**src/common/tcdm_pkg.sv**
```systemverilog
// shared sizes, AMO opcodes and bus structs for the TCDM bank, imported by every bank module
package tcdm_pkg;

  // ------------------------------------------------------------
  // cluster shape
  // ------------------------------------------------------------
  localparam int unsigned NumGroups        = 4;
  localparam int unsigned NumTilesPerGroup = 4;
  localparam int unsigned NumCoresPerTile  = 4;

  // ------------------------------------------------------------
  // bus and bank sizes
  // ------------------------------------------------------------
  localparam int unsigned AddrWidth       = 32;
  localparam int unsigned DataWidth       = 32;
  localparam int unsigned BeWidth         = DataWidth / 8;
  localparam int unsigned NumWords        = 256;
  localparam int unsigned WordIdxWidth    = $clog2(NumWords);
  // byte offset inside a word, dropped from the word index
  localparam int unsigned ByteOffsetWidth = $clog2(BeWidth);

  // initiator field, msb set means the request came from a remote tile
  localparam int unsigned IniAddrWidth    = $clog2(NumCoresPerTile + NumGroups);
  localparam int unsigned TileIdWidth     = $clog2(NumTilesPerGroup);
  localparam int unsigned CoreIdWidth     = $clog2(NumCoresPerTile);
  // group, tile and core packed into one cluster-wide identity
  localparam int unsigned UniqueCoreWidth =
    $clog2(NumGroups * NumTilesPerGroup * NumCoresPerTile);

  // opcodes 4'hC and 4'hD are not used and act as a plain access
  typedef enum logic [3:0] {
    AmoNone = 4'h0,
    AmoSwap = 4'h1,
    AmoAdd  = 4'h2,
    AmoAnd  = 4'h3,
    AmoOr   = 4'h4,
    AmoXor  = 4'h5,
    AmoMax  = 4'h6,
    AmoMaxu = 4'h7,
    AmoMin  = 4'h8,
    AmoMinu = 4'h9,
    AmoLr   = 4'hA,
    AmoSc   = 4'hB
  } amo_op_e;

  // requester identity, echoed back with each response
  typedef struct packed {
    logic [IniAddrWidth-1:0] ini_addr;
    logic [TileIdWidth-1:0]  tile_id;
    logic [CoreIdWidth-1:0]  core_id;
  } tcdm_meta_t;

  typedef struct packed {
    logic [AddrWidth-1:0] addr;
    amo_op_e              amo;
    logic                 write;
    logic [DataWidth-1:0] wdata;
    logic [BeWidth-1:0]   be;
    tcdm_meta_t           meta;
  } tcdm_req_t;

  // single-cycle SRAM port
  typedef struct packed {
    logic                    req;
    logic                    write;
    logic [WordIdxWidth-1:0] idx;
    logic [DataWidth-1:0]    wdata;
    logic [BeWidth-1:0]      be;
  } sram_req_t;

  // one LR reservation, word granular
  typedef struct packed {
    logic                                 valid;
    logic [AddrWidth-ByteOffsetWidth-1:0] addr;
    logic [UniqueCoreWidth-1:0]           core;
  } lrsc_resv_t;

  // read-modify-write AMOs, everything from swap up to minu
  function automatic logic is_rmw_amo(amo_op_e op);
    return op inside {AmoSwap, AmoAdd, AmoAnd, AmoOr, AmoXor,
                      AmoMax, AmoMaxu, AmoMin, AmoMinu};
  endfunction

endpackage

```
**src/adapter/tcdm_req_ctrl.sv**
```systemverilog
// request controller of the bank, turns accepted requests into SRAM accesses and AMO write-backs
`timescale 1ns/1ps

module tcdm_req_ctrl import tcdm_pkg::*; (
  input  logic                 clk_i,
  input  logic                 rst_ni,
  // request stream
  input  logic                 in_valid_i,
  input  tcdm_req_t            in_req_i,
  output logic                 in_ready_o,
  // response buffer occupancy
  input  logic                 buf_full_i,
  // from the reservation monitor
  input  logic                 sc_success_i,
  // AMO ALU
  output amo_op_e              amo_op_o,
  output logic [DataWidth-1:0] amo_operand_o,
  input  logic [DataWidth-1:0] amo_result_i,
  // SRAM port
  output sram_req_t            sram_req_o,
  input  logic [DataWidth-1:0] sram_rdata_i,
  // response push
  output logic                 resp_push_o,
  output logic [DataWidth-1:0] resp_data_o,
  output tcdm_meta_t           resp_meta_o
);

  typedef enum logic {
    Idle,
    WriteBack
  } state_e;

  state_e                  state_q, state_d;
  logic                    accept;
  logic                    is_rmw;
  logic                    is_lr;
  logic                    is_sc;
  logic                    is_store;
  logic [WordIdxWidth-1:0] req_idx;

  // registered AMO operation
  amo_op_e                 amo_op_q;
  logic [DataWidth-1:0]    operand_q;
  logic [WordIdxWidth-1:0] idx_q;

  // response bookkeeping
  logic                    push_q;
  logic                    sc_q;
  logic                    sc_ok_q;
  tcdm_meta_t              meta_q;

  // ------------------------------------------------------------
  // request decode
  // ------------------------------------------------------------
  // stalled during AMO write-back and while a response is held
  assign in_ready_o = (state_q == Idle) & ~buf_full_i;
  assign accept     = in_valid_i & in_ready_o;

  assign is_rmw   = is_rmw_amo(in_req_i.amo);
  assign is_lr    = (in_req_i.amo == AmoLr);
  assign is_sc    = (in_req_i.amo == AmoSc);
  // plain store, the only access without a response
  assign is_store = in_req_i.write & ~(is_rmw | is_lr | is_sc);

  assign req_idx = in_req_i.addr[ByteOffsetWidth +: WordIdxWidth];

  // ------------------------------------------------------------
  // FSM and SRAM port
  // ------------------------------------------------------------
  always_comb begin
    state_d          = state_q;
    // default: pass the accepted request through
    sram_req_o.req   = accept;
    sram_req_o.write = accept & (is_store | (is_sc & sc_success_i));
    sram_req_o.idx   = req_idx;
    sram_req_o.wdata = in_req_i.wdata;
    sram_req_o.be    = in_req_i.be;

    case (state_q)
      Idle: begin
        if (accept && is_rmw) begin
          state_d = WriteBack;
        end
      end
      WriteBack: begin
        // claim the SRAM for the ALU result, full word
        sram_req_o.req   = 1'b1;
        sram_req_o.write = 1'b1;
        sram_req_o.idx   = idx_q;
        sram_req_o.wdata = amo_result_i;
        sram_req_o.be    = '1;
        state_d          = Idle;
      end
      default: begin
        state_d = Idle;
      end
    endcase
  end

  always_ff @(posedge clk_i or negedge rst_ni) begin
    if (!rst_ni) begin
      state_q <= Idle;
      push_q  <= 1'b0;
      sc_q    <= 1'b0;
    end else begin
      state_q <= state_d;
      // loads, LR, AMOs and SC answer one cycle later
      push_q  <= accept & ~is_store;
      sc_q    <= accept & is_sc;
    end
  end

  // payload captured on acceptance
  always_ff @(posedge clk_i) begin
    if (accept) begin
      meta_q  <= in_req_i.meta;
      sc_ok_q <= sc_success_i;
    end
    if (accept && is_rmw) begin
      amo_op_q  <= in_req_i.amo;
      operand_q <= in_req_i.wdata;
      idx_q     <= req_idx;
    end
  end

  // ------------------------------------------------------------
  // outputs
  // ------------------------------------------------------------
  assign amo_op_o      = amo_op_q;
  assign amo_operand_o = operand_q;

  assign resp_push_o = push_q;
  assign resp_meta_o = meta_q;
  // SC returns 0 on success and 1 on failure, all else the SRAM word
  assign resp_data_o = sc_q ? {{(DataWidth-1){1'b0}}, ~sc_ok_q} : sram_rdata_i;

endmodule

```
**config.mk**
```make
export PLATFORM = sky130hd
export DESIGN_NAME = tcdm_req_ctrl
export DESIGN_NICKNAME = d
export VERILOG_FILES = /design/src/common/tcdm_pkg.sv /design/src/adapter/tcdm_req_ctrl.sv
export SDC_FILE = /design/constraint.sdc
export NUM_CORES = 1
export LEC_CHECK = 0
export ABC_AREA = 1
export BUFFER_PORTS_ARGS = -buffer_cell sky130_fd_sc_hd__buf_4
export CAP_MARGIN = 20
export CORE_AREA = 5 5 103 105
export CTS_BUF_LIST = sky130_fd_sc_hd__clkbuf_16
export DETAILED_ROUTE_END_ITERATION = 6
export DIE_AREA = 0 0 108 110
export GPL_TIMING_DRIVEN = 1
export PLACE_DENSITY = 0.69
export SYNTH_ARGS = -nofsm -noshare
export SYNTH_HDL_FRONTEND = slang
export SYNTH_SLANG_ARGS = --single-unit
export TNS_END_PERCENT = 30
```
**constraint.sdc**
```tcl
create_clock -name clk_i -period 4.24 [get_ports clk_i]
set_input_delay 0.212 -clock clk_i [delete_from_list [all_inputs] [get_ports clk_i]]
set_output_delay 0.212 -clock clk_i [all_outputs]
set_load 0.1 [all_outputs]
```
After elaboration in Yosys (flattened, before gate mapping)
Cells that the tools add are included.
{ "classes": {"n_bitwise": 15, "reduce_logical": 2, "mux": 4, "n_eq_ne": 11} }
{ "op_table": {"columns": ["cell", "n"], "rows": [
  ["$mux 46", 1],
  ["$mux 32", 1],
  ["$eq 4x3->1 const B", 4],
  ["$eq 4x4->1 const B", 4],
  ["$reduce_bool 9->1", 1],
  ["$eq 4x2->1 const B", 2],
  ["$and 1x1->1", 7],
  ["$not 1->1", 5],
  ["$eq 4x1->1 const B", 1],
  ["$or 1x1->1", 3],
  ["$pmux 1 s2", 1],
  ["$logic_and 1x1->1", 1],
  ["$mux 1", 1]
]} }
{ "totals": {"reg_bits": 55, "word_cells": 42, "output_inout_bits": 123, "input_bits": 149} }

Logic depth before layout (Yosys ltp)
{ "logic_depth": {"word_depth": 9, "ltp_mapped": 6, "ltp_nobuf": 5} }

Worst setup path after synthesis
OpenSTA, ideal clock, no wires.
{ "synth_path": {"kind": "flip-flop to flip-flop", "from": "register state_q", "to": "register amo_op_q[0], in the netlist amo_op_o[0], enable pin", "required_ns": 3.795, "stages_incl_launch_ff": 7, "synth_period_minus_slack_ns": 3.426, "path_slack_ns": 0.814, "n_path_buf": 1, "arrival_ns": 2.981, "setup_ns": 0.445, "path_cell_list": "dfrtp_1 buf_6 nor2_8 nand2_4 inv_4 nand2_1 nor2_1"} }
{ "synth_between": {"elab_chain_cells": 4} }
{ "synth_lines": {"columns": ["element", "line_no", "text"], "rows": [
  ["start: declaration", "tcdm_req_ctrl.sv:33", "state_e state_q, state_d;"],
  ["start signal: assignment", "tcdm_req_ctrl.sv:102", "state_q <= Idle;"],
  ["start signal: assignment", "tcdm_req_ctrl.sv:106", "state_q <= state_d;"],
  ["$not 1->1", null, null],
  ["$and 1x1->1", "tcdm_req_ctrl.sv:56", "assign in_ready_o = (state_q == Idle) & ~buf_full_i;"],
  ["net in_ready_o", "tcdm_req_ctrl.sv:10", "output logic in_ready_o,"],
  ["$and 1x1->1", "tcdm_req_ctrl.sv:57", "assign accept = in_valid_i & in_ready_o;"],
  ["net accept", "tcdm_req_ctrl.sv:34", "logic accept;"],
  ["$logic_and 1x1->1", "tcdm_req_ctrl.sv:119", "if (accept && is_rmw) begin"],
  ["end signal: assignment", "tcdm_req_ctrl.sv:120", "amo_op_q <= in_req_i.amo;"],
  ["end: declaration", "tcdm_req_ctrl.sv:42", "amo_op_e amo_op_q;"]
]} }
The timed path passes the listed nets, and every way through them passes these cells.
A chain may end at the register's enable or synchronous reset.

==> impl_metrics.tcl <==
set metrics [dict create \
    outcome "completed" \
    yosys.area.top_type_share 0.6127 \
    n_antenna_cell 0 \
    grt_busiest_layer "met2" \
    viasPerCell 4.102 \
    mostFrequentLayoutCells "buf_4, nand2_1, edfxtp_1" \
    drv_cap 0 \
    ios 272 \
    relSlewSlack 0.3854 \
    cpPeakStageDelay_ns 0.92 \
    p_leak_nw 2.464 \
    routed_wl_um 9134 \
    gr-total-overflow 0 \
    root_buffer "clkbuf_16" \
    arrival_ns 2.34 \
    grt_pass1_vias 2677 \
    rsz0062_at_grt "no" \
    firstDrtPassIters 4 \
    core.rowCount 36 \
    cts_buffers 5 \
    dr.first_iter.drc_count 127 \
    die_h_um 110 \
    layout-drive-gt1-share 0.5077 \
    seq_area_um2 1638 \
    fmax_ghz 0.3919 \
    finClkSkew_ns 0.002806 \
    placed_cell_area_um2 4506 \
    period_share 0.6018 \
    setup_violations 0 \
    grt_use_met3 0.06348 \
    crit_family "flip-flops" \
    path_max_fanout 46 \
    ctsResizeCount 0 \
    tightest_slew_ns 0.9220 \
    drv_slew 0 \
    syn_area_um2 2549 \
    area_growth_pct 83.60 \
    synthCells 278 \
    grt_pass1_wl_um 12950 \
    cts_sinks 55 \
    clk_path_buf_depth 2 \
    p_total_mw 1.870 \
    crit_buf_inv 2 \
    cts_tree "done" \
    coreArea_um2 9549 \
    synth.area.top_cells "edfxtp_1, nand2_1, nor2_1" \
    final_common_cell "buf_4" \
    antenna_found_initial 0 \
    use_met2 0.2713 \
    fin_setup_tns_ns 0 \
    yosysWarnings 0 \
    grtUsageTotal 0.1388 \
    min_period_ns 2.552 \
    drc 0 \
    required_ns 4.03 \
    path_cells "inv_2, nand3_1, buf_4" \
    seq_area_frac_synth 0.6421 \
    synth-seq-cells 55 \
    gp_congestion 0.7454 \
    post_cts_buffers 0 \
    vdd_ir_drop_max_uv 190.2 \
    stdcell_area_um2 4679 \
    die_w_um 108 \
    clkLatencyLatePin_ns 0.28 \
    use_met1 0.1329 \
    io_buffers 247 \
    hpwl_um 7575 \
    fillers 901 \
    vias 2687 \
    hold_viol 0 \
    postRouteAntennaNets 0 \
    fp.dieArea_um2 11880 \
    syn_avg_cell_area_um2 9.168 \
    cp_slowest_cell "dfrtp_2" \
    clk_pin_slew_ns 0.07 \
    worstHoldPathType "in -> reg" \
    crit_type "reg -> out" \
    multiInputGateArea_um2 709.4 \
    htreeDepth 2 \
    syn-num-nets 427 \
    crit_path_end_kind "output pin" \
    power.density_nw_per_um2 399.7 \
    yosysUniqueCellTypes 17 \
    whs_ns 0.1023 \
    cp-start-kind "flip-flop" \
    wire_per_inst_um 13.95 \
    num-nets-final 670 \
    grt_start_max_net_pins 47 \
    start_util 0.2669 \
    yosys.area.top_type "edfxtp_1" \
]
==> state kept, by name (all words and copies together), names as in the netlist <==
name / cells
resp_meta_o: 7
sc_q: 1
state_q: 1
amo_operand_o: 32
idx_q: 8
amo_op_o: 4
sc_ok_q: 1
resp_push_o: 1
==> cells by family after synthesis <==
logic type | count (synthesis) | share of synthesized area
AOI/OAI and AO/OA | 2 | 0.003928
buffers and inverters | 47 | 0.08247
DFF | 55 | 0.6421
and+or+nand+nor | 174 | 0.2715
==> final cells by class <==
type                       instances  area share
multi-input combinational        176      0.1516
sequential                        55      0.3500
inverter                          34     0.02781
clock inverter                     3    0.008289
timing repair buffer             249      0.4000
clock buffer                       5     0.02674
tap                              133     0.03556
==> worst paths after layout <==
check	slack, ns	end	depth (start not counted)	startpoint
worst max register to register	1.73	amo_operand_o[24]	6	state_q
min in group asynchronous	0.24	state_q	2	rst_ni
worst max-delay path	1.69	sram_req_o[44]	3	state_q
worst min-delay path	0.10	resp_meta_o[5]	1	in_req_i[5]
worst min register to register	1.11	resp_push_o	3	state_q
max in group asynchronous	3.89	state_q	2	rst_ni
==> per-stage QoR <==
step | utilization | setup slack, ns | instances
2_1_floorplan | - | 0.8136 | 278
3_3_place_gp | 0.4718 | 1.640 | 646
3_5_place_dp | 0.4718 | 1.615 | 646
4_1_cts | 0.4900 | 1.606 | 655
5_1_grt | 0.4900 | 1.478 | 655
6_report | 0.4900 | 1.688 | 655
==> per-layer routing <==
layer  vias up  part of all wire
met5         -                 0
met4         0            0.0083
li1       1331                 -
met1      1184              0.33
met3         6              0.14
met2       166              0.52
==> synthesized netlist by cell type <==
master	count
buf_2	7
nor2_8	1
or2_2	4
nand3_1	3
buf_4	4
dfrtp_1	3
buf_6	1
nor3_1	1
inv_2	1
nor2_1	37
clkbuf_1	1
inv_4	1
inv_1	32
nand2_1	127
a21oi_1	2
nand2_4	1
edfxtp_1	52
==> report_power, final <==
| group | switching [mW] | total, mW | internal, mW |
|---|---|---|---|
| Sequential | 0.0125 | 0.630 | 0.617 |
| Combinational | 0.606 | 0.786 | 0.180 |
| Clock | 0.179 | 0.455 | 0.276 |
==> timing repair <==
item                       CTS  global route
hold buffers                 1             0
hold endpoints to repair     3             0
setup endpoints to repair    0             0
Note: power is estimated with default switching activity, not from simulation.
