<file path="config.mk">
export PLATFORM = sky130hd
export DESIGN_NAME = tcdm_resp_buffer
export DESIGN_NICKNAME = d
export VERILOG_FILES = /design/src/common/tcdm_pkg.sv /design/src/hdl/tcdm_resp_buffer.sv
export SDC_FILE = /design/constraint.sdc
export NUM_CORES = 1
export LEC_CHECK = 0
export BUFFER_PORTS_ARGS = -buffer_cell sky130_fd_sc_hd__buf_2
export CAP_MARGIN = 5
export CORE_MARGIN = 8
export CORE_UTILIZATION = 46
export DETAILED_ROUTE_END_ITERATION = 8
export PLACE_DENSITY_LB_ADDON = 0.3
export REMOVE_ABC_BUFFERS = 1
export SYNTH_ARGS = -nofsm -noshare
export SYNTH_HDL_FRONTEND = slang
export SYNTH_SLANG_ARGS = --single-unit
</file>
<file path="constraint.sdc">
create_clock -name clk_i -period 2.4 [get_ports clk_i]
set_clock_uncertainty 0.05 [all_clocks]
set_input_delay 0.24 -clock clk_i [delete_from_list [all_inputs] [get_ports clk_i]]
set_output_delay 0.24 -clock clk_i [all_outputs]
set_load 0.05 [all_outputs]
</file>
<file path="src/common/tcdm_pkg.sv">
// shared sizes, AMO opcodes and bus structs for the TCDM bank, imported by every bank module
package tcdm_pkg;

  // ------------------------------------------------------------
  // cluster shape
  // ------------------------------------------------------------
  localparam int unsigned NumGroups        = 4;
  localparam int unsigned NumTilesPerGroup = 4;
  localparam int unsigned NumCoresPerTile  = 4;

  // ------------------------------------------------------------
  // bus and bank sizes
  // ------------------------------------------------------------
  localparam int unsigned AddrWidth       = 32;
  localparam int unsigned DataWidth       = 32;
  localparam int unsigned BeWidth         = DataWidth / 8;
  localparam int unsigned NumWords        = 256;
  localparam int unsigned WordIdxWidth    = $clog2(NumWords);
  // byte offset inside a word, dropped from the word index
  localparam int unsigned ByteOffsetWidth = $clog2(BeWidth);

  // initiator field, msb set means the request came from a remote tile
  localparam int unsigned IniAddrWidth    = $clog2(NumCoresPerTile + NumGroups);
  localparam int unsigned TileIdWidth     = $clog2(NumTilesPerGroup);
  localparam int unsigned CoreIdWidth     = $clog2(NumCoresPerTile);
  // group, tile and core packed into one cluster-wide identity
  localparam int unsigned UniqueCoreWidth =
    $clog2(NumGroups * NumTilesPerGroup * NumCoresPerTile);

  // opcodes 4'hC and 4'hD are not used and act as a plain access
  typedef enum logic [3:0] {
    AmoNone = 4'h0,
    AmoSwap = 4'h1,
    AmoAdd  = 4'h2,
    AmoAnd  = 4'h3,
    AmoOr   = 4'h4,
    AmoXor  = 4'h5,
    AmoMax  = 4'h6,
    AmoMaxu = 4'h7,
    AmoMin  = 4'h8,
    AmoMinu = 4'h9,
    AmoLr   = 4'hA,
    AmoSc   = 4'hB
  } amo_op_e;

  // requester identity, echoed back with each response
  typedef struct packed {
    logic [IniAddrWidth-1:0] ini_addr;
    logic [TileIdWidth-1:0]  tile_id;
    logic [CoreIdWidth-1:0]  core_id;
  } tcdm_meta_t;

  typedef struct packed {
    logic [AddrWidth-1:0] addr;
    amo_op_e              amo;
    logic                 write;
    logic [DataWidth-1:0] wdata;
    logic [BeWidth-1:0]   be;
    tcdm_meta_t           meta;
  } tcdm_req_t;

  // single-cycle SRAM port
  typedef struct packed {
    logic                    req;
    logic                    write;
    logic [WordIdxWidth-1:0] idx;
    logic [DataWidth-1:0]    wdata;
    logic [BeWidth-1:0]      be;
  } sram_req_t;

  // one LR reservation, word granular
  typedef struct packed {
    logic                                 valid;
    logic [AddrWidth-ByteOffsetWidth-1:0] addr;
    logic [UniqueCoreWidth-1:0]           core;
  } lrsc_resv_t;

  // read-modify-write AMOs, everything from swap up to minu
  function automatic logic is_rmw_amo(amo_op_e op);
    return op inside {AmoSwap, AmoAdd, AmoAnd, AmoOr, AmoXor,
                      AmoMax, AmoMaxu, AmoMin, AmoMinu};
  endfunction

endpackage

</file>
<file path="src/hdl/tcdm_resp_buffer.sv">
// one-entry fall-through response buffer, sits between the request controller and the requester
`timescale 1ns/1ps

module tcdm_resp_buffer import tcdm_pkg::*; (
  input  logic                 clk_i,
  input  logic                 rst_ni,
  // from the request controller
  input  logic                 push_i,
  input  logic [DataWidth-1:0] data_i,
  input  tcdm_meta_t           meta_i,
  output logic                 full_o,
  // to the requester
  output logic                 valid_o,
  input  logic                 ready_i,
  output logic [DataWidth-1:0] rdata_o,
  output tcdm_meta_t           meta_o
);

  logic                 valid_q;
  logic [DataWidth-1:0] data_q;
  tcdm_meta_t           meta_q;
  logic                 pop;
  logic                 store;

  // ------------------------------------------------------------
  // output side
  // ------------------------------------------------------------
  // a fresh push is visible in the same cycle
  assign valid_o = valid_q | push_i;
  assign rdata_o = valid_q ? data_q : data_i;
  assign meta_o  = valid_q ? meta_q : meta_i;

  assign pop = valid_o & ready_i;

  // blocks new requests while a response sits here without being taken
  assign full_o = valid_o & ~ready_i;

  // push is kept unless it passes straight through to the requester
  assign store = push_i & ~(pop & ~valid_q);

  // ------------------------------------------------------------
  // entry state
  // ------------------------------------------------------------
  always_ff @(posedge clk_i or negedge rst_ni) begin
    if (!rst_ni) begin
      valid_q <= 1'b0;
    end else if (store) begin
      valid_q <= 1'b1;
    end else if (pop) begin
      valid_q <= 1'b0;
    end
  end

  // payload
  always_ff @(posedge clk_i) begin
    if (store) begin
      data_q <= data_i;
      meta_q <= meta_i;
    end
  end

endmodule

</file>
# After elaboration in Yosys (flattened, before gate mapping)
# Cells that the tools add are included.
# word_totals
latch_bits	0
regBits	40
out_inout_bits	41
mem_count	0
word_cells	18
ram_bits	0
mem_bits_ro	0
# op_classes
addsub	0
n_lt_le_gt_ge	0
n_reduce_logical	1
shift	0
div	0
muxes	4
n_bitwise	8
mul	0
eq_ne	0
# ops
operator	n
two-way mux 32 bit	1
two-way mux 7 bit	1
bitwise AND 1 bit	4
inverter 1 bit	3
two-way mux 1 bit	2
nonzero test 2 bit	1
OR 1 bit	1

# Logic depth before layout (Yosys ltp)
# depth
ltp_word	6
mapped_depth	3
mapped_depth_nobuf	2

# Worst setup path before layout
# No wires, ideal clock.
# synth_path
path_kind	register to register
from	register valid_q
to	register data_q[0], enable pin
period_less_slack_ps	2001
setup_slack_ps	399
t_arrival_ps	1552
stages_incl_launch_ff	4
t_required_ps	1951
path_cell_list	dfrtp_1 -> buf_6 -> buf_6 -> o21a_1
# synth_between
elab_chain_cells	5
# synth_lines
item	line_no	rtl
start, declared	tcdm_resp_buffer.sv:19	logic valid_q;
start signal, assigned	tcdm_resp_buffer.sv:46	valid_q <= 1'b0;
start signal, assigned	tcdm_resp_buffer.sv:48	valid_q <= 1'b1;
start signal, assigned	tcdm_resp_buffer.sv:50	valid_q <= 1'b0;
OR 1 bit	tcdm_resp_buffer.sv:29	assign valid_o = valid_q | push_i;
bitwise AND 1 bit	tcdm_resp_buffer.sv:33	assign pop = valid_o & ready_i;
bitwise AND 1 bit (*)	tcdm_resp_buffer.sv:39	assign store = push_i & ~(pop & ~valid_q);
inverter 1 bit (*)	tcdm_resp_buffer.sv:39	
bitwise AND 1 bit (*)	tcdm_resp_buffer.sv:39	
named net store	tcdm_resp_buffer.sv:23	logic store;
end signal, assigned	tcdm_resp_buffer.sv:57	data_q <= data_i;
end, declared	tcdm_resp_buffer.sv:20	logic [DataWidth-1:0] data_q;
# Mark *: on every way through the listed nets, which the timed path passes. The rest lies on a longest branch.
# A chain may end at the register's enable or synchronous reset.

# Worst setup path in the final report
# layout_path
from	register valid_q
to	output port rdata_o[15]
# layout_between
elab_chain_cells	1
# layout_lines
item	line_no	rtl
two-way mux 32 bit	tcdm_resp_buffer.sv:30	assign rdata_o = valid_q ? data_q : data_i;
end, declared	tcdm_resp_buffer.sv:15	output logic [DataWidth-1:0] rdata_o,
# No other way between the ends.

==> run_summary.xml <==
<?xml version="1.0" encoding="UTF-8"?>
<metrics>
  <group name="run_status">
    <metric name="run_status" unit="">finished, final reports clean</metric>
  </group>
  <group name="setup_path">
    <metric name="timing.reg2reg.setup_slack" unit="ps">580</metric>
    <metric name="timing.critical_path.required" unit="ps">2110</metric>
    <metric name="rr_worst_depth" unit="">2</metric>
    <metric name="cp_slowest_cell" unit="">dfrtp_2</metric>
    <metric name="critical_path_arrival" unit="ps">1900</metric>
    <metric name="crit_path_max_incr_delay" unit="ps">710</metric>
    <metric name="timing_worst_setup_path_type" unit="">register to output pin</metric>
    <metric name="path_cells" unit="">buf_4, mux2_4, buf_2</metric>
    <metric name="r2r_start" unit="">valid_q$_DFFE_PN0P_</metric>
    <metric name="path_max_fanout" unit="">19</metric>
    <metric name="setup.worst_path.start_class" unit="">register</metric>
    <metric name="worst_r2r_endpoint" unit="">data_q[29]$_DFFE_PP_</metric>
    <metric name="worstSetupEndpointType" unit="">output pin</metric>
  </group>
  <group name="die">
    <metric name="die-area" unit="mm^2">0.006359</metric>
    <metric name="top_level_ports" unit="">84</metric>
    <metric name="core_area" unit="mm^2">0.003943</metric>
    <metric name="row_count" unit="">23</metric>
    <metric name="dieWidth" unit="um">79.75</metric>
    <metric name="initial_utilization" unit="%">47.41</metric>
    <metric name="chipHeight" unit="um">79.75</metric>
  </group>
  <group name="sta">
    <metric name="achievable-frequency" unit="MHz">457.3</metric>
    <metric name="grt_setup_unrepaired" unit="">false</metric>
    <metric name="timing_worst_slew_pin_value" unit="ps">530.2</metric>
    <metric name="max_slew_margin" unit="%">64.65</metric>
    <metric name="drv_slew" unit="">0</metric>
    <metric name="period_minus_slack" unit="ps">2187</metric>
    <metric name="fin_crit_sh" unit="%">91.11</metric>
    <metric name="finalHoldViolCount" unit="">0</metric>
    <metric name="holdWs" unit="ps">91.97</metric>
    <metric name="setup_violations" unit="">0</metric>
  </group>
  <group name="yosys">
    <metric name="synth_adder_area_share" unit="%">0.6024</metric>
    <metric name="synth_seq_area_share" unit="%">63.99</metric>
    <metric name="post_synth_xor_area_fraction" unit="%">0</metric>
    <metric name="synth_simple_gate_area_share" unit="%">0.6693</metric>
    <metric name="synth_cell_type_count" unit="">10</metric>
    <metric name="synth-seq-cells" unit="">40</metric>
    <metric name="synth-compound-area-share" unit="%">0.4016</metric>
    <metric name="post_synthesis_cell_count" unit="">89</metric>
    <metric name="yosys.cell_count.top_type" unit="">edfxtp_1</metric>
    <metric name="netlist_area" unit="mm^2">0.001869</metric>
    <metric name="number_of_enable_flip_flop_cells_after_synthesis" unit="">39</metric>
    <metric name="synthDominantAreaCellType" unit="">edfxtp_1</metric>
    <metric name="main_area_contributors_after_synthesis" unit="">edfxtp_1 (63%), mux2_4 (31%), buf_6 (3.0%)</metric>
    <metric name="multiplexer_area_fraction_after_synthesis" unit="%">31.12</metric>
    <metric name="syn_avg_cell_area" unit="um^2">21.00</metric>
    <metric name="synth-warning-count" unit="">0</metric>
    <metric name="synthArstFlopShare" unit="%">2.500</metric>
    <metric name="yosys-top-cells-count" unit="">edfxtp_1 (39), mux2_4 (38), buf_6 (5)</metric>
    <metric name="yosys_most_used_dff" unit="">edfxtp_1</metric>
    <metric name="synth_top_area_share" unit="%">62.65</metric>
    <metric name="synth_top_family_by_area" unit="">multiplexers</metric>
  </group>
  <group name="pwr">
    <metric name="vdd.ir_drop.worst" unit="uV">415.9</metric>
    <metric name="power.density_cell_area" unit="mW/mm^2">766.4</metric>
    <metric name="total_leakage_power" unit="nW">1.110</metric>
  </group>
  <group name="final_layout">
    <metric name="layout-drive-gt1-share" unit="%">74.86</metric>
    <metric name="final_area" unit="mm^2">0.002429</metric>
    <metric name="final_core_util" unit="%">61.60</metric>
    <metric name="n_antenna_cell" unit="">0</metric>
    <metric name="num-nets-final" unit="">221</metric>
    <metric name="area_growth" unit="%">29.92</metric>
  </group>
  <group name="job">
    <metric name="cap_violations" unit="">0</metric>
  </group>
  <group name="place">
    <metric name="dpl_cell_area" unit="mm^2">0.002328</metric>
    <metric name="hpwlAfterDp" unit="um">3319</metric>
    <metric name="gp_congestion" unit="">0.6803</metric>
    <metric name="buffer_ports.inserted" unit="">83</metric>
  </group>
  <group name="global_routing">
    <metric name="globalRoute.totalOverflow" unit="">0</metric>
    <metric name="first_pass_grt_wire_length" unit="um">6423</metric>
    <metric name="antenna_violations_before_repair" unit="">0</metric>
    <metric name="grt_max_degree" unit="">24</metric>
    <metric name="track_usage" unit="%">13.42</metric>
    <metric name="vias_in_the_first_global_route" unit="">1295</metric>
  </group>
  <group name="hold_path">
    <metric name="holdPathStages" unit="">1</metric>
    <metric name="timing.hold.worst_endpoint" unit="">data_q[3]$_DFFE_PP_</metric>
    <metric name="start_point_of_the_worst_min_delay_path" unit="">data_i[3]</metric>
    <metric name="hold_path.class" unit="">primary input to register</metric>
  </group>
  <group name="clocking">
    <metric name="cts_repair_resize_count" unit="">0</metric>
    <metric name="numCtsBuffers" unit="">5</metric>
    <metric name="post-cts-setup-buffer-count" unit="">0</metric>
    <metric name="cts-htree-levels" unit="">2</metric>
    <metric name="cts_hold_repair.buffers" unit="">1</metric>
    <metric name="cts.path.max_buffers" unit="">2</metric>
    <metric name="cts_num_sinks" unit="">40</metric>
    <metric name="clkLatencyLatePin" unit="ps">280</metric>
    <metric name="cts_tree" unit="">built</metric>
    <metric name="clkSlewWorstSetupHoldPaths" unit="ps">70</metric>
    <metric name="cts-root-buf" unit="">clkbuf_8</metric>
  </group>
  <group name="routing">
    <metric name="via_cell_ratio" unit="">4.834</metric>
    <metric name="first_iter_violations" unit="">39</metric>
    <metric name="drt_first_pass_iters" unit="">4</metric>
    <metric name="detailed_route_wire_length" unit="um">4127</metric>
    <metric name="wl_per_cell" unit="um">18.02</metric>
    <metric name="routed-via-count" unit="">1107</metric>
    <metric name="remaining_drc_errors" unit="">0</metric>
    <metric name="final_antenna_net_count" unit="">0</metric>
  </group>
</metrics>
cells by family (layout without fill, tap and decap cells):
group                    count (synthesis)  after routing
AO/OA/AOI/OAI                            1              1
adder cells (fa/ha/maj)                  1              1
buffers and inverters                    6             96
flip-flops                              40             40
multiplexers                            39             39
AND/OR/NAND/NOR                          2              2
sequential cells by signal (all words and copies together) (netlist names):
signal	count
valid_q	1
meta_q	7
data_q	32
area by class of cell:
class	count	area [um^2]
sequential	40	1197
fill	307	1514
tap	50	62.56
inverter	1	3.754
timing repair buffer	87	460.4
clock buffer	8	90.09
multi-input combinational	43	614.3
power by group:
group          leakage (nW)  switching (W)  total [W]  internal, W
Combinational         0.680       0.000368   0.000564     0.000197
Clock                0.0455       0.000216   0.000450     0.000234
Sequential            0.384      0.0000279   0.000847     0.000819
Total                  1.11       0.000612    0.00186      0.00125
stage by stage:
stage	cells	total power, W	setup TNS, ps	setup WS, ps
after floorplan	84	0.001298	-29290	-737.0
after global placement	220	0.001420	0	568.8
after detailed placement	220	0.001432	0	524.9
after CTS	229	0.001880	0	205.1
after global routing	229	0.001929	0	142.4
final	229	0.001861	0	213.3
layer usage:
layer / track usage, % / routed length (um) / share of wire [%] / vias up
met4: 4.909 / 43 / 1.0 / 0
met3: 6.644 / 353 / 8.6 / 5
met5: 0 / 0 / 0 / -
met2: 23.96 / 2305 / 56 / 40
met1: 12.98 / 1425 / 35 / 537
li1: - / - / - / 525
worst max-delay path by stage:
stage	startpoint	endpoint	slack (ps)
after global routing	valid_q$_DFFE_PN0P_	rdata_o[3]	140
after CTS	valid_q$_DFFE_PN0P_	rdata_o[26]	210
final	valid_q$_DFFE_PN0P_	rdata_o[15]	210
after detailed placement	valid_q$_DFFE_PN0P_	rdata_o[26]	520
after global placement	valid_q$_DFFE_PN0P_	meta_o[6]	570
after floorplan	valid_q$_DFFE_PN0P_	data_q[0]$_DFFE_PP_	-740
worst max-delay path: cells and delay by family, from the launching register on:
| family | cells | cell delay (ps) |
|---|---|---|
| flops | 1 | 710 |
| mux | 1 | 320 |
| buf+inv | 2 | 560 |
cell usage in the layout (no fill, tap or decap):
master | synthesis | routed
and2_1 | 1 | 1
buf_12 | 0 | 1
buf_2 | 0 | 83
buf_4 | 0 | 2
clkbuf_1 | 0 | 2
clkbuf_8 | 0 | 6
dfrtp_2 | 0 | 1
dlygate4sd3_1 | 0 | 1
edfxtp_1 | 39 | 39
inv_1 | 1 | 1
maj3_2 | 1 | 1
mux2_2 | 1 | 1
mux2_4 | 38 | 38
o21a_2 | 0 | 1
or2_1 | 1 | 1
Note: power is estimated with default switching activity, not from simulation.
