**src/common/tcdm_pkg.sv**
```systemverilog
// shared sizes, AMO opcodes and bus structs for the TCDM bank, imported by every bank module
package tcdm_pkg;

  // ------------------------------------------------------------
  // cluster shape
  // ------------------------------------------------------------
  localparam int unsigned NumGroups        = 4;
  localparam int unsigned NumTilesPerGroup = 4;
  localparam int unsigned NumCoresPerTile  = 4;

  // ------------------------------------------------------------
  // bus and bank sizes
  // ------------------------------------------------------------
  localparam int unsigned AddrWidth       = 32;
  localparam int unsigned DataWidth       = 32;
  localparam int unsigned BeWidth         = DataWidth / 8;
  localparam int unsigned NumWords        = 256;
  localparam int unsigned WordIdxWidth    = $clog2(NumWords);
  // byte offset inside a word, dropped from the word index
  localparam int unsigned ByteOffsetWidth = $clog2(BeWidth);

  // initiator field, msb set means the request came from a remote tile
  localparam int unsigned IniAddrWidth    = $clog2(NumCoresPerTile + NumGroups);
  localparam int unsigned TileIdWidth     = $clog2(NumTilesPerGroup);
  localparam int unsigned CoreIdWidth     = $clog2(NumCoresPerTile);
  // group, tile and core packed into one cluster-wide identity
  localparam int unsigned UniqueCoreWidth =
    $clog2(NumGroups * NumTilesPerGroup * NumCoresPerTile);

  // opcodes 4'hC and 4'hD are not used and act as a plain access
  typedef enum logic [3:0] {
    AmoNone = 4'h0,
    AmoSwap = 4'h1,
    AmoAdd  = 4'h2,
    AmoAnd  = 4'h3,
    AmoOr   = 4'h4,
    AmoXor  = 4'h5,
    AmoMax  = 4'h6,
    AmoMaxu = 4'h7,
    AmoMin  = 4'h8,
    AmoMinu = 4'h9,
    AmoLr   = 4'hA,
    AmoSc   = 4'hB
  } amo_op_e;

  // requester identity, echoed back with each response
  typedef struct packed {
    logic [IniAddrWidth-1:0] ini_addr;
    logic [TileIdWidth-1:0]  tile_id;
    logic [CoreIdWidth-1:0]  core_id;
  } tcdm_meta_t;

  typedef struct packed {
    logic [AddrWidth-1:0] addr;
    amo_op_e              amo;
    logic                 write;
    logic [DataWidth-1:0] wdata;
    logic [BeWidth-1:0]   be;
    tcdm_meta_t           meta;
  } tcdm_req_t;

  // single-cycle SRAM port
  typedef struct packed {
    logic                    req;
    logic                    write;
    logic [WordIdxWidth-1:0] idx;
    logic [DataWidth-1:0]    wdata;
    logic [BeWidth-1:0]      be;
  } sram_req_t;

  // one LR reservation, word granular
  typedef struct packed {
    logic                                 valid;
    logic [AddrWidth-ByteOffsetWidth-1:0] addr;
    logic [UniqueCoreWidth-1:0]           core;
  } lrsc_resv_t;

  // read-modify-write AMOs, everything from swap up to minu
  function automatic logic is_rmw_amo(amo_op_e op);
    return op inside {AmoSwap, AmoAdd, AmoAnd, AmoOr, AmoXor,
                      AmoMax, AmoMaxu, AmoMin, AmoMinu};
  endfunction

endpackage

```
**src/adapter/amo_alu.sv**
```systemverilog
// combinational AMO datapath, new memory word from the old word and the request operand
`timescale 1ns/1ps

module amo_alu import tcdm_pkg::*; (
  input  amo_op_e              op_i,
  input  logic [DataWidth-1:0] mem_i,
  input  logic [DataWidth-1:0] operand_i,
  output logic [DataWidth-1:0] result_o
);

  logic               is_signed;
  logic [DataWidth:0] diff;
  logic               mem_lt;

  // ------------------------------------------------------------
  // shared compare for max/min
  // ------------------------------------------------------------
  assign is_signed = op_i inside {AmoMax, AmoMin};

  // extend by sign or zero, bit 32 of the difference is then mem < operand
  assign diff   = {is_signed & mem_i[DataWidth-1], mem_i} -
                  {is_signed & operand_i[DataWidth-1], operand_i};
  assign mem_lt = diff[DataWidth];

  // ------------------------------------------------------------
  // result select
  // ------------------------------------------------------------
  always_comb begin
    case (op_i)
      AmoSwap: begin
        result_o = operand_i;
      end
      AmoAdd: begin
        result_o = mem_i + operand_i;
      end
      AmoAnd: begin
        result_o = mem_i & operand_i;
      end
      AmoOr: begin
        result_o = mem_i | operand_i;
      end
      AmoXor: begin
        result_o = mem_i ^ operand_i;
      end
      AmoMax, AmoMaxu: begin
        result_o = mem_lt ? operand_i : mem_i;
      end
      AmoMin, AmoMinu: begin
        result_o = mem_lt ? mem_i : operand_i;
      end
      default: begin
        // no read-modify-write, word stays as it is
        result_o = mem_i;
      end
    endcase
  end

endmodule

```
**config.mk**
```make
export PLATFORM = sky130hd
export DESIGN_NAME = amo_alu
export DESIGN_NICKNAME = d
export VERILOG_FILES = /design/src/common/tcdm_pkg.sv /design/src/adapter/amo_alu.sv
export SDC_FILE = /design/constraint.sdc
export NUM_CORES = 1
export LEC_CHECK = 0
export BUFFER_PORTS_ARGS = -buffer_cell sky130_fd_sc_hd__buf_2
export CAP_MARGIN = 20
export CORE_UTILIZATION = 43
export DETAILED_ROUTE_END_ITERATION = 7
export PLACE_DENSITY = 0.76
export REMOVE_ABC_BUFFERS = 1
export SLEW_MARGIN = 40
export SYNTH_ARGS = -nofsm -noshare
export SYNTH_HDL_FRONTEND = slang
export SYNTH_SLANG_ARGS = --single-unit
```
**constraint.sdc**
```tcl
create_clock -name vclk -period 6.3
set_clock_uncertainty 0.1 [all_clocks]
set_input_delay 0 -clock vclk [all_inputs]
set_output_delay 0 -clock vclk [all_outputs]
set_load 0.02 [all_outputs]
```
# Yosys cells after proc, flatten, opt, wreduce, memory -nomap -nowiden
# Cells that the tools add are included.
[classes] bitwise_logic=5 n_reduce_logical=3 shifts=0 n_div=0 eq_ne=9 addsub=2 multipliers=0 mux=3 n_lt_le_gt_ge=0
[ops] operator="$pmux 32 s7" count=1
[ops] operator="$mux 32" count=2
[ops] operator="$sub 33x33->33" count=1
[ops] operator="$add 32x32->32" count=1
[ops] operator="$and 32x32->32" count=1
[ops] operator="$or 32x32->32" count=1
[ops] operator="$xor 32x32->32" count=1
[ops] operator="$eq 4x3->1 const B" count=4
[ops] operator="$eq 4x2->1 const B" count=2
[ops] operator="$eq 4x4->1 const B" count=2
[ops] operator="$eq 4x1->1 const B" count=1
[ops] operator="$reduce_or 2->1" count=2
[ops] operator="$and 1x1->1" count=2
[ops] operator="$reduce_bool 2->1" count=1
[totals] romBits=0 latchBits=0 input_bits=68 memories=0 ramBits=0 reg_bits=0 word_cells=22 output_inout_bits=32

# Depth between registers and ports, before layout
# Gate-level depths: netlist of the first run.
[logic_depth] depth_word=6 ltp_mapped=14 mapped_depth_nobuf=11

# Worst setup path before layout of the first run
# No wires, ideal clock.
[synth_timing] path_kind="input -> output" start="input port mem_i[14]" end="output port result_o[12]" n_path_buf=2 t_required_ns=6.200 stages=13 setup_slack_ns=3.544 arrival_ns=2.656 cell_sequence="inv_1 ha_1 buf_6 nor4_4 nand4_1 o221ai_1 o31ai_1 and3_4 nor2_1 mux2i_1 buf_2 o21ai_0 a211oi_1"
[synth_via] elab_chain_cells=3 word_cells_on_any_way=4 classes_between="add/sub (1); mux (3)"
[synth_rtl] element="start, declared" line_no="amo_alu.sv:6" rtl="input logic [DataWidth-1:0] mem_i,"
[synth_rtl] element="$sub 33x33->33 (*)" line_no="amo_alu.sv:21" rtl="assign diff = {is_signed & mem_i[DataWidth-1], mem_i} -"
[synth_rtl] element="$mux 32 (on tied branches)" line_no="amo_alu.sv:49, amo_alu.sv:46"
[synth_rtl] element="$pmux 32 s7 (*)" line_no="amo_alu.sv:29" rtl="case (op_i)"
[synth_rtl] element="end, declared" line_no="amo_alu.sv:8" rtl="output logic [DataWidth-1:0] result_o"
# Mark *: on every way between the ends. The rest lies on a longest branch, timed or not.

# Final worst setup path of the first run
[layout_timing] start="input port operand_i[14]" end="output port result_o[30]"
[layout_via] elab_chain_cells=3 word_cells_on_any_way=5 classes_between="add/sub (2); mux (3)"
[layout_rtl] element="start, declared" line_no="amo_alu.sv:7" rtl="input logic [DataWidth-1:0] operand_i,"
[layout_rtl] element="$sub 33x33->33" line_no="amo_alu.sv:21"
[layout_rtl] element="$mux 32 (on tied branches)" line_no="amo_alu.sv:49, amo_alu.sv:46"
[layout_rtl] element="$pmux 32 s7 (*)" line_no="amo_alu.sv:29"
# Marks and branches as above.

==> run metrics, run 1 <==
outcome completed; clock buffers 0; critical path arrival 3.51 ns; DRT iter0 DRCs between 300 and 400; ANT cells 0; number of global-route vias before repair ~4600; Die Span X around 110 um; Hold Fails Final Rpt 0; crit path time final about 3.6 ns; first-pass GRT wire length 22800 um; CP cell instances buf_2 -> inv_1 -> ha_1 -> nor2_1 -> a221oi_2 -> o221ai_1 -> o31ai_1 -> a21oi_1 -> o21ba_1 -> nor3_1 -> buf_4 -> o221ai_1 -> a211o_1 -> buf_2; Levels on crit path 14; Area Overhead vs Synth 11.0%; DIE HEIGHT between 100 and 150 um; worst slew pin tran between 0.8 and 0.9 ns; pin count of the biggest net entering global routing 22; IO Port Bufs 100; fin nets slightly below 900; worst path bufs/invs 4; DRC viols 0; routed len/inst roughly 17 um; Post-Synthesis Cell Area 4570 um2; Setup Viol. Count Final 0; Yosys cell types 66; Tcrit/Tclk final 57.3%; Cell Area, Placed roughly 5100 um2; Cells after Synth roughly 650; Final ANT Viol Nets 0; DIE AREA around 11000 um2; sequential cells 0; Setup CP Type input pin to output port; post-CTS resize count 0; RSZ-0062 raised after global routing false; Slowest cell on crit path ha_1; core box area 10300 um2; crit-path max cell delay approximately 0.55 ns; placer congestion estimate between 0.9 and 1; Synth area leaders ha_1, a21oi_1, inv_1; Mapped Avg Cell Area a little over 7 um2; Hold Buf Count CTS 0; Post-CTS Setup Bufs 0; Worst setup SP type input pin; All-Layer GR Usage roughly a quarter; worst endpoint required time 6.20 ns; final core utilization between 40% and 50%; CP Capture Type output port; setup TNS 0 ns; vias per std cell 6.04; fillcell total roughly 1100; post-synthesis sequential area ratio 0%; I/O Pins 100; Layout Cells excl Fill about 850; Max IR drop VDD 0.0476 mV; fmax ~280 MHz; delay-heaviest family, CP compound AO/OA/AOI/OAI gates; TritonRoute pass-1 iters 5; drt total wl ~14000 um; Reg area 0 um2; initial core utilization between 40% and 50%; hpwl dp about 11000 um; initial antenna violation count 0; Slew Limit Fails 0; max_cap viols 0; vias about 5100; CP max FO 10; Multi-input gate area around 4000 um2; Hold Path Class input pin to output port; Final Instance Area between 5000 and 6000 um2; Rel. slew slack between 40% and 50%; Placed Cells between 800 and 900; cell taking the most area after synthesis ha_1; Synthesis Warnings 0; P per Cell Area slightly above 90 nW/um2; Yosys top cell area share about a quarter; Lkg Pwr roughly 0.0025 uW; share of cells above drive strength 1 18.6%; total global routing overflow 0; Hold Path Stages 3; floorplan row count 37
[path summary, 6_finish.rpt]
kind / to / slack [ns] / startpoint
max: result_o[30] / 2.69 / operand_i[14]
min: result_o[11] / 0.27 / mem_i[11]
[logic make-up (layout without fill, tap and decap cells)]
logic type / Yosys count / in the layout / share of synthesized area, %
compound gates: 260 / 260 / 39.9
simple gates: 141 / 141 / 16.5
buf+inv: 124 / 187 / 11.7
fa+ha+maj: 97 / 97 / 26.7
xor+xnor: 20 / 20 / 3.84
mux: 6 / 6 / 1.34
[metal layers]
| layer | vias to the layer above | GRT usage [%] | share of wire (%) |
|---|---|---|---|
| met5 | - | 0 | 0 |
| met4 | 0 | 6.14 | 2.5 |
| met3 | 28 | 1.50 | 7.3 |
| met2 | 202 | 42.4 | 47 |
| met1 | 2375 | 33.4 | 44 |
| li1 | 2513 | - | - |
[cell usage in the layout, fill, tap and decap left out, drive strengths merged, types with 8 or more instances in the layout]
cell type	count
nor2	40
o21ai	43
buf	109
a221oi	33
o221ai	10
a21oi	66
nand4	10
inv	78
nor3	12
a21boi	8
a21o	17
a211oi	13
ha	96
xnor2	15
o211ai	23
nand2	34
[stage by stage]
| stage | hold WS (ns) | setup WS (ns) | total power [uW] |
|---|---|---|---|
| 3_5_place_dp | 0.278 | 2.75 | 462 |
| 3_3_place_gp | 0.282 | 2.90 | 459 |
| 4_1_cts | 0.278 | 2.73 | 464 |
| 2_1_floorplan | 0.0593 | 3.30 | 319 |
| 5_1_grt | 0.305 | 2.44 | 513 |
| 6_report | 0.273 | 2.69 | 468 |
[layout make-up]
| cell class | instances | share of cell area [%] |
|---|---|---|
| Inverter | 78 | 5.78 |
| Multi-Input combinational cell | 524 | 79.7 |
| Timing Repair Buffer | 109 | 11.2 |
| Tap cell | 136 | 3.36 |
[where the power goes]
part           internal, uW  switching, uW  leakage [uW]  total (uW)
clock                     0              0             0           0
combinational           178            290       0.00250         468
sequential                0              0             0           0
[synthesized netlist by cell type, types with 10 or more instances]
| master | count |
|---|---|
| xnor2_1 | 15 |
| nand4_1 | 10 |
| a21o_1 | 17 |
| inv_1 | 76 |
| clkbuf_1 | 23 |
| buf_2 | 14 |
| a221oi_1 | 28 |
| ha_1 | 96 |
| a21oi_1 | 66 |
| nor2_1 | 40 |
| a211oi_1 | 12 |
| nor3_1 | 11 |
| nand2_1 | 34 |
| o21ai_0 | 38 |
| o211ai_1 | 22 |
| o221ai_1 | 10 |
Power figures use the tool's default switching activity.
==> run 2: changes to the inputs <==
==> constraint.sdc (replaced) <==
create_clock -name vclk -period 3.8
set_clock_uncertainty 0.1 [all_clocks]
set_input_delay 0 -clock vclk [all_inputs]
set_output_delay 0 -clock vclk [all_outputs]
set_load 0.02 [all_outputs]
==> run 2 against run 1 <==
- first-iteration DRC count decreased by 4.5%
- core utilization increased by 0.38 points
- hold slack improved by 0.0058 ns
- global-route usage increased by 0.63 points
- clock-buffer cell count unchanged
- power increased by 67%
- flip-flop and latch count unchanged
- worst setup slack got worse by 2.4 ns
- non-clock buffer count increased by 5
- sequential share of layout area unchanged
==> run metrics, run 2 (synthesized netlist as in run 1, its figures left out) <==
Min Hold Slack 0.279 ns (was 0.273 ns); Slew Limit Fails 0 (unchanged); HP Start mem_i[13] (was mem_i[11]); P per Cell Area 153 nW/um2 (was 92.4 nW/um2); fmax 283 MHz; commonest non-fill, non-tap cell in the layout buf_2 (unchanged); initial antenna violation count 0 (unchanged); CP Capture Type output port (unchanged); Setup Viol. Count Final 0 (unchanged); share of cells above drive strength 1 19.3% (was 18.6%); Lkg Pwr 0.00252 uW (was 0.00250 uW); Slowest cell on crit path nor3_1 (was ha_1); Reg area 0 um2 (unchanged); CP max FO 10 (unchanged); CP most frequent cell buf_2; Placed Cells 852 (was 847); drt total wl 14100 um (was 14000 um); Hold Buf Count CTS 0 (unchanged); DP Worst Slack 0.356 ns (was 2.75 ns); worst slew pin tran 0.807 ns (was 0.809 ns); commonest cells after routing, fill and taps aside buf_2, ha_1, inv_1 (unchanged); CP cell instances buf_2 -> inv_1 -> ha_1 -> nor2_1 -> a221oi_2 -> o221ai_1 -> o31ai_1 -> a21oi_1 -> o21ba_1 -> nor3_1 -> buf_4 -> o21ai_1 -> a22o_1 -> buf_2 (was buf_2 -> inv_1 -> ha_1 -> nor2_1 -> a221oi_2 -> o221ai_1 -> o31ai_1 -> a21oi_1 -> o21ba_1 -> nor3_1 -> buf_4 -> o221ai_1 -> a211o_1 -> buf_2); max_cap viols 0 (unchanged); outcome completed (unchanged); first-pass GRT wire length 23500 um (was 22800 um); Post-CTS Setup Bufs 0 (unchanged); Area Overhead vs Synth 11.8% (was 11.0%); floorplan row count 37 (unchanged); critical path arrival 3.43 ns (was 3.51 ns); Max IR drop VDD 0.0569 mV (was 0.0476 mV); sequential cells 0 (unchanged); vias per std cell 6.06 (was 6.04); Worst setup SP type input pin (unchanged); vias 5159 (was 5118); IO Port Bufs 100 (unchanged); Tcrit/Tclk final 92.9%; core box area 10300 um2 (unchanged); setup TNS 0 ns (unchanged); clock buffers 0 (unchanged); All-Layer GR Usage 25.3% (was 24.7%); Hold Path Class input pin to output port (unchanged); placer congestion estimate 0.917 (was 0.934); Final ANT Viol Nets 0 (unchanged); crit-path max cell delay 0.63 ns (was 0.55 ns); ANT cells 0 (unchanged); DRC viols 0 (unchanged); routed len/inst 16.6 um (about the same); worst endpoint required time 3.70 ns (was 6.20 ns); hpwl dp 10800 um (was 10700 um); I/O Pins 100 (unchanged); TritonRoute pass-1 iters 5 (unchanged); pin count of the biggest net entering global routing 21 (was 22); Hold Fails Final Rpt 0 (unchanged); DIE HEIGHT 105 um (unchanged); DRT iter0 DRCs 358 (was 375); Layout Cells excl Fill 852 (was 847); Pwr Total 783 uW (was 468 uW); Setup CP Type input pin to output port (unchanged); RSZ-0062 raised after global routing false (unchanged); CP Launch Point operand_i[14] (unchanged); number of global-route vias before repair 4888 (was 4641); post-CTS resize count 0 (unchanged); DIE AREA 11000 um2 (unchanged); crit path time final ~3.5 ns; fin nets 883 (was 878); Die Span X 105 um (unchanged); post-route worst setup slack 0.271 ns (was 2.69 ns); initial core utilization 44.2% (unchanged); total global routing overflow 0 (unchanged); fillcell total 1083 (was 1074); Rel. slew slack 45.8% (was 46.1%)
-- run 2: cell count changes in the layout (fill, tap and decap cells not counted), sizes merged --
cell / delta
buf: +5
-- run 2: layout make-up --
| class | count | area, um2 | share of cell area (%) |
|---|---|---|---|
| timing repair buffer | 114 | 606 | 11.9 |
| tap | 136 | 170 | 3.33 |
| multi-input combinational | 524 | 4040 | 79.1 |
| inverter | 78 | 293 | 5.73 |
-- run 2: metal layers --
layer	GRT usage, %	wire, um	share of wire, %
met3	2.12	1050	7.5
met1	33.8	6110	43
met2	43.6	6560	46
met5	0	0	0
met4	6.44	400	2.8
-- run 2: critical path, delay by kind of cell --
kind	cells	cell delay, ns
AOI/OAI and AO/OA	7	1.54
buffers and inverters	4	0.61
adders and majority gates	1	0.54
and+or+nand+nor	2	0.74
-- run 2: through the flow --
| stage | utilization (%) | cell area, um2 |
|---|---|---|
| 2_1_floorplan | - | 4330 |
| 3_3_place_gp | 49.4 | 5100 |
| 3_5_place_dp | 49.4 | 5100 |
| 4_1_cts | 49.4 | 5100 |
| 5_1_grt | 49.5 | 5110 |
| 6_report | 49.5 | 5110 |
-- run 2: worst paths after layout --
check / endpoint / slack [ns] / depth (start not counted)
worst max-delay path: result_o[19] / 0.27 / 14
worst min-delay path: result_o[13] / 0.28 / 3
-- run 2: where the power goes --
part | internal, uW | leakage, uW | switching [uW]
Combinational | 299 | 0.00252 | 484
Sequential | 0 | 0 | 0
Clock | 0 | 0 | 0
Total | 299 | 0.00252 | 484
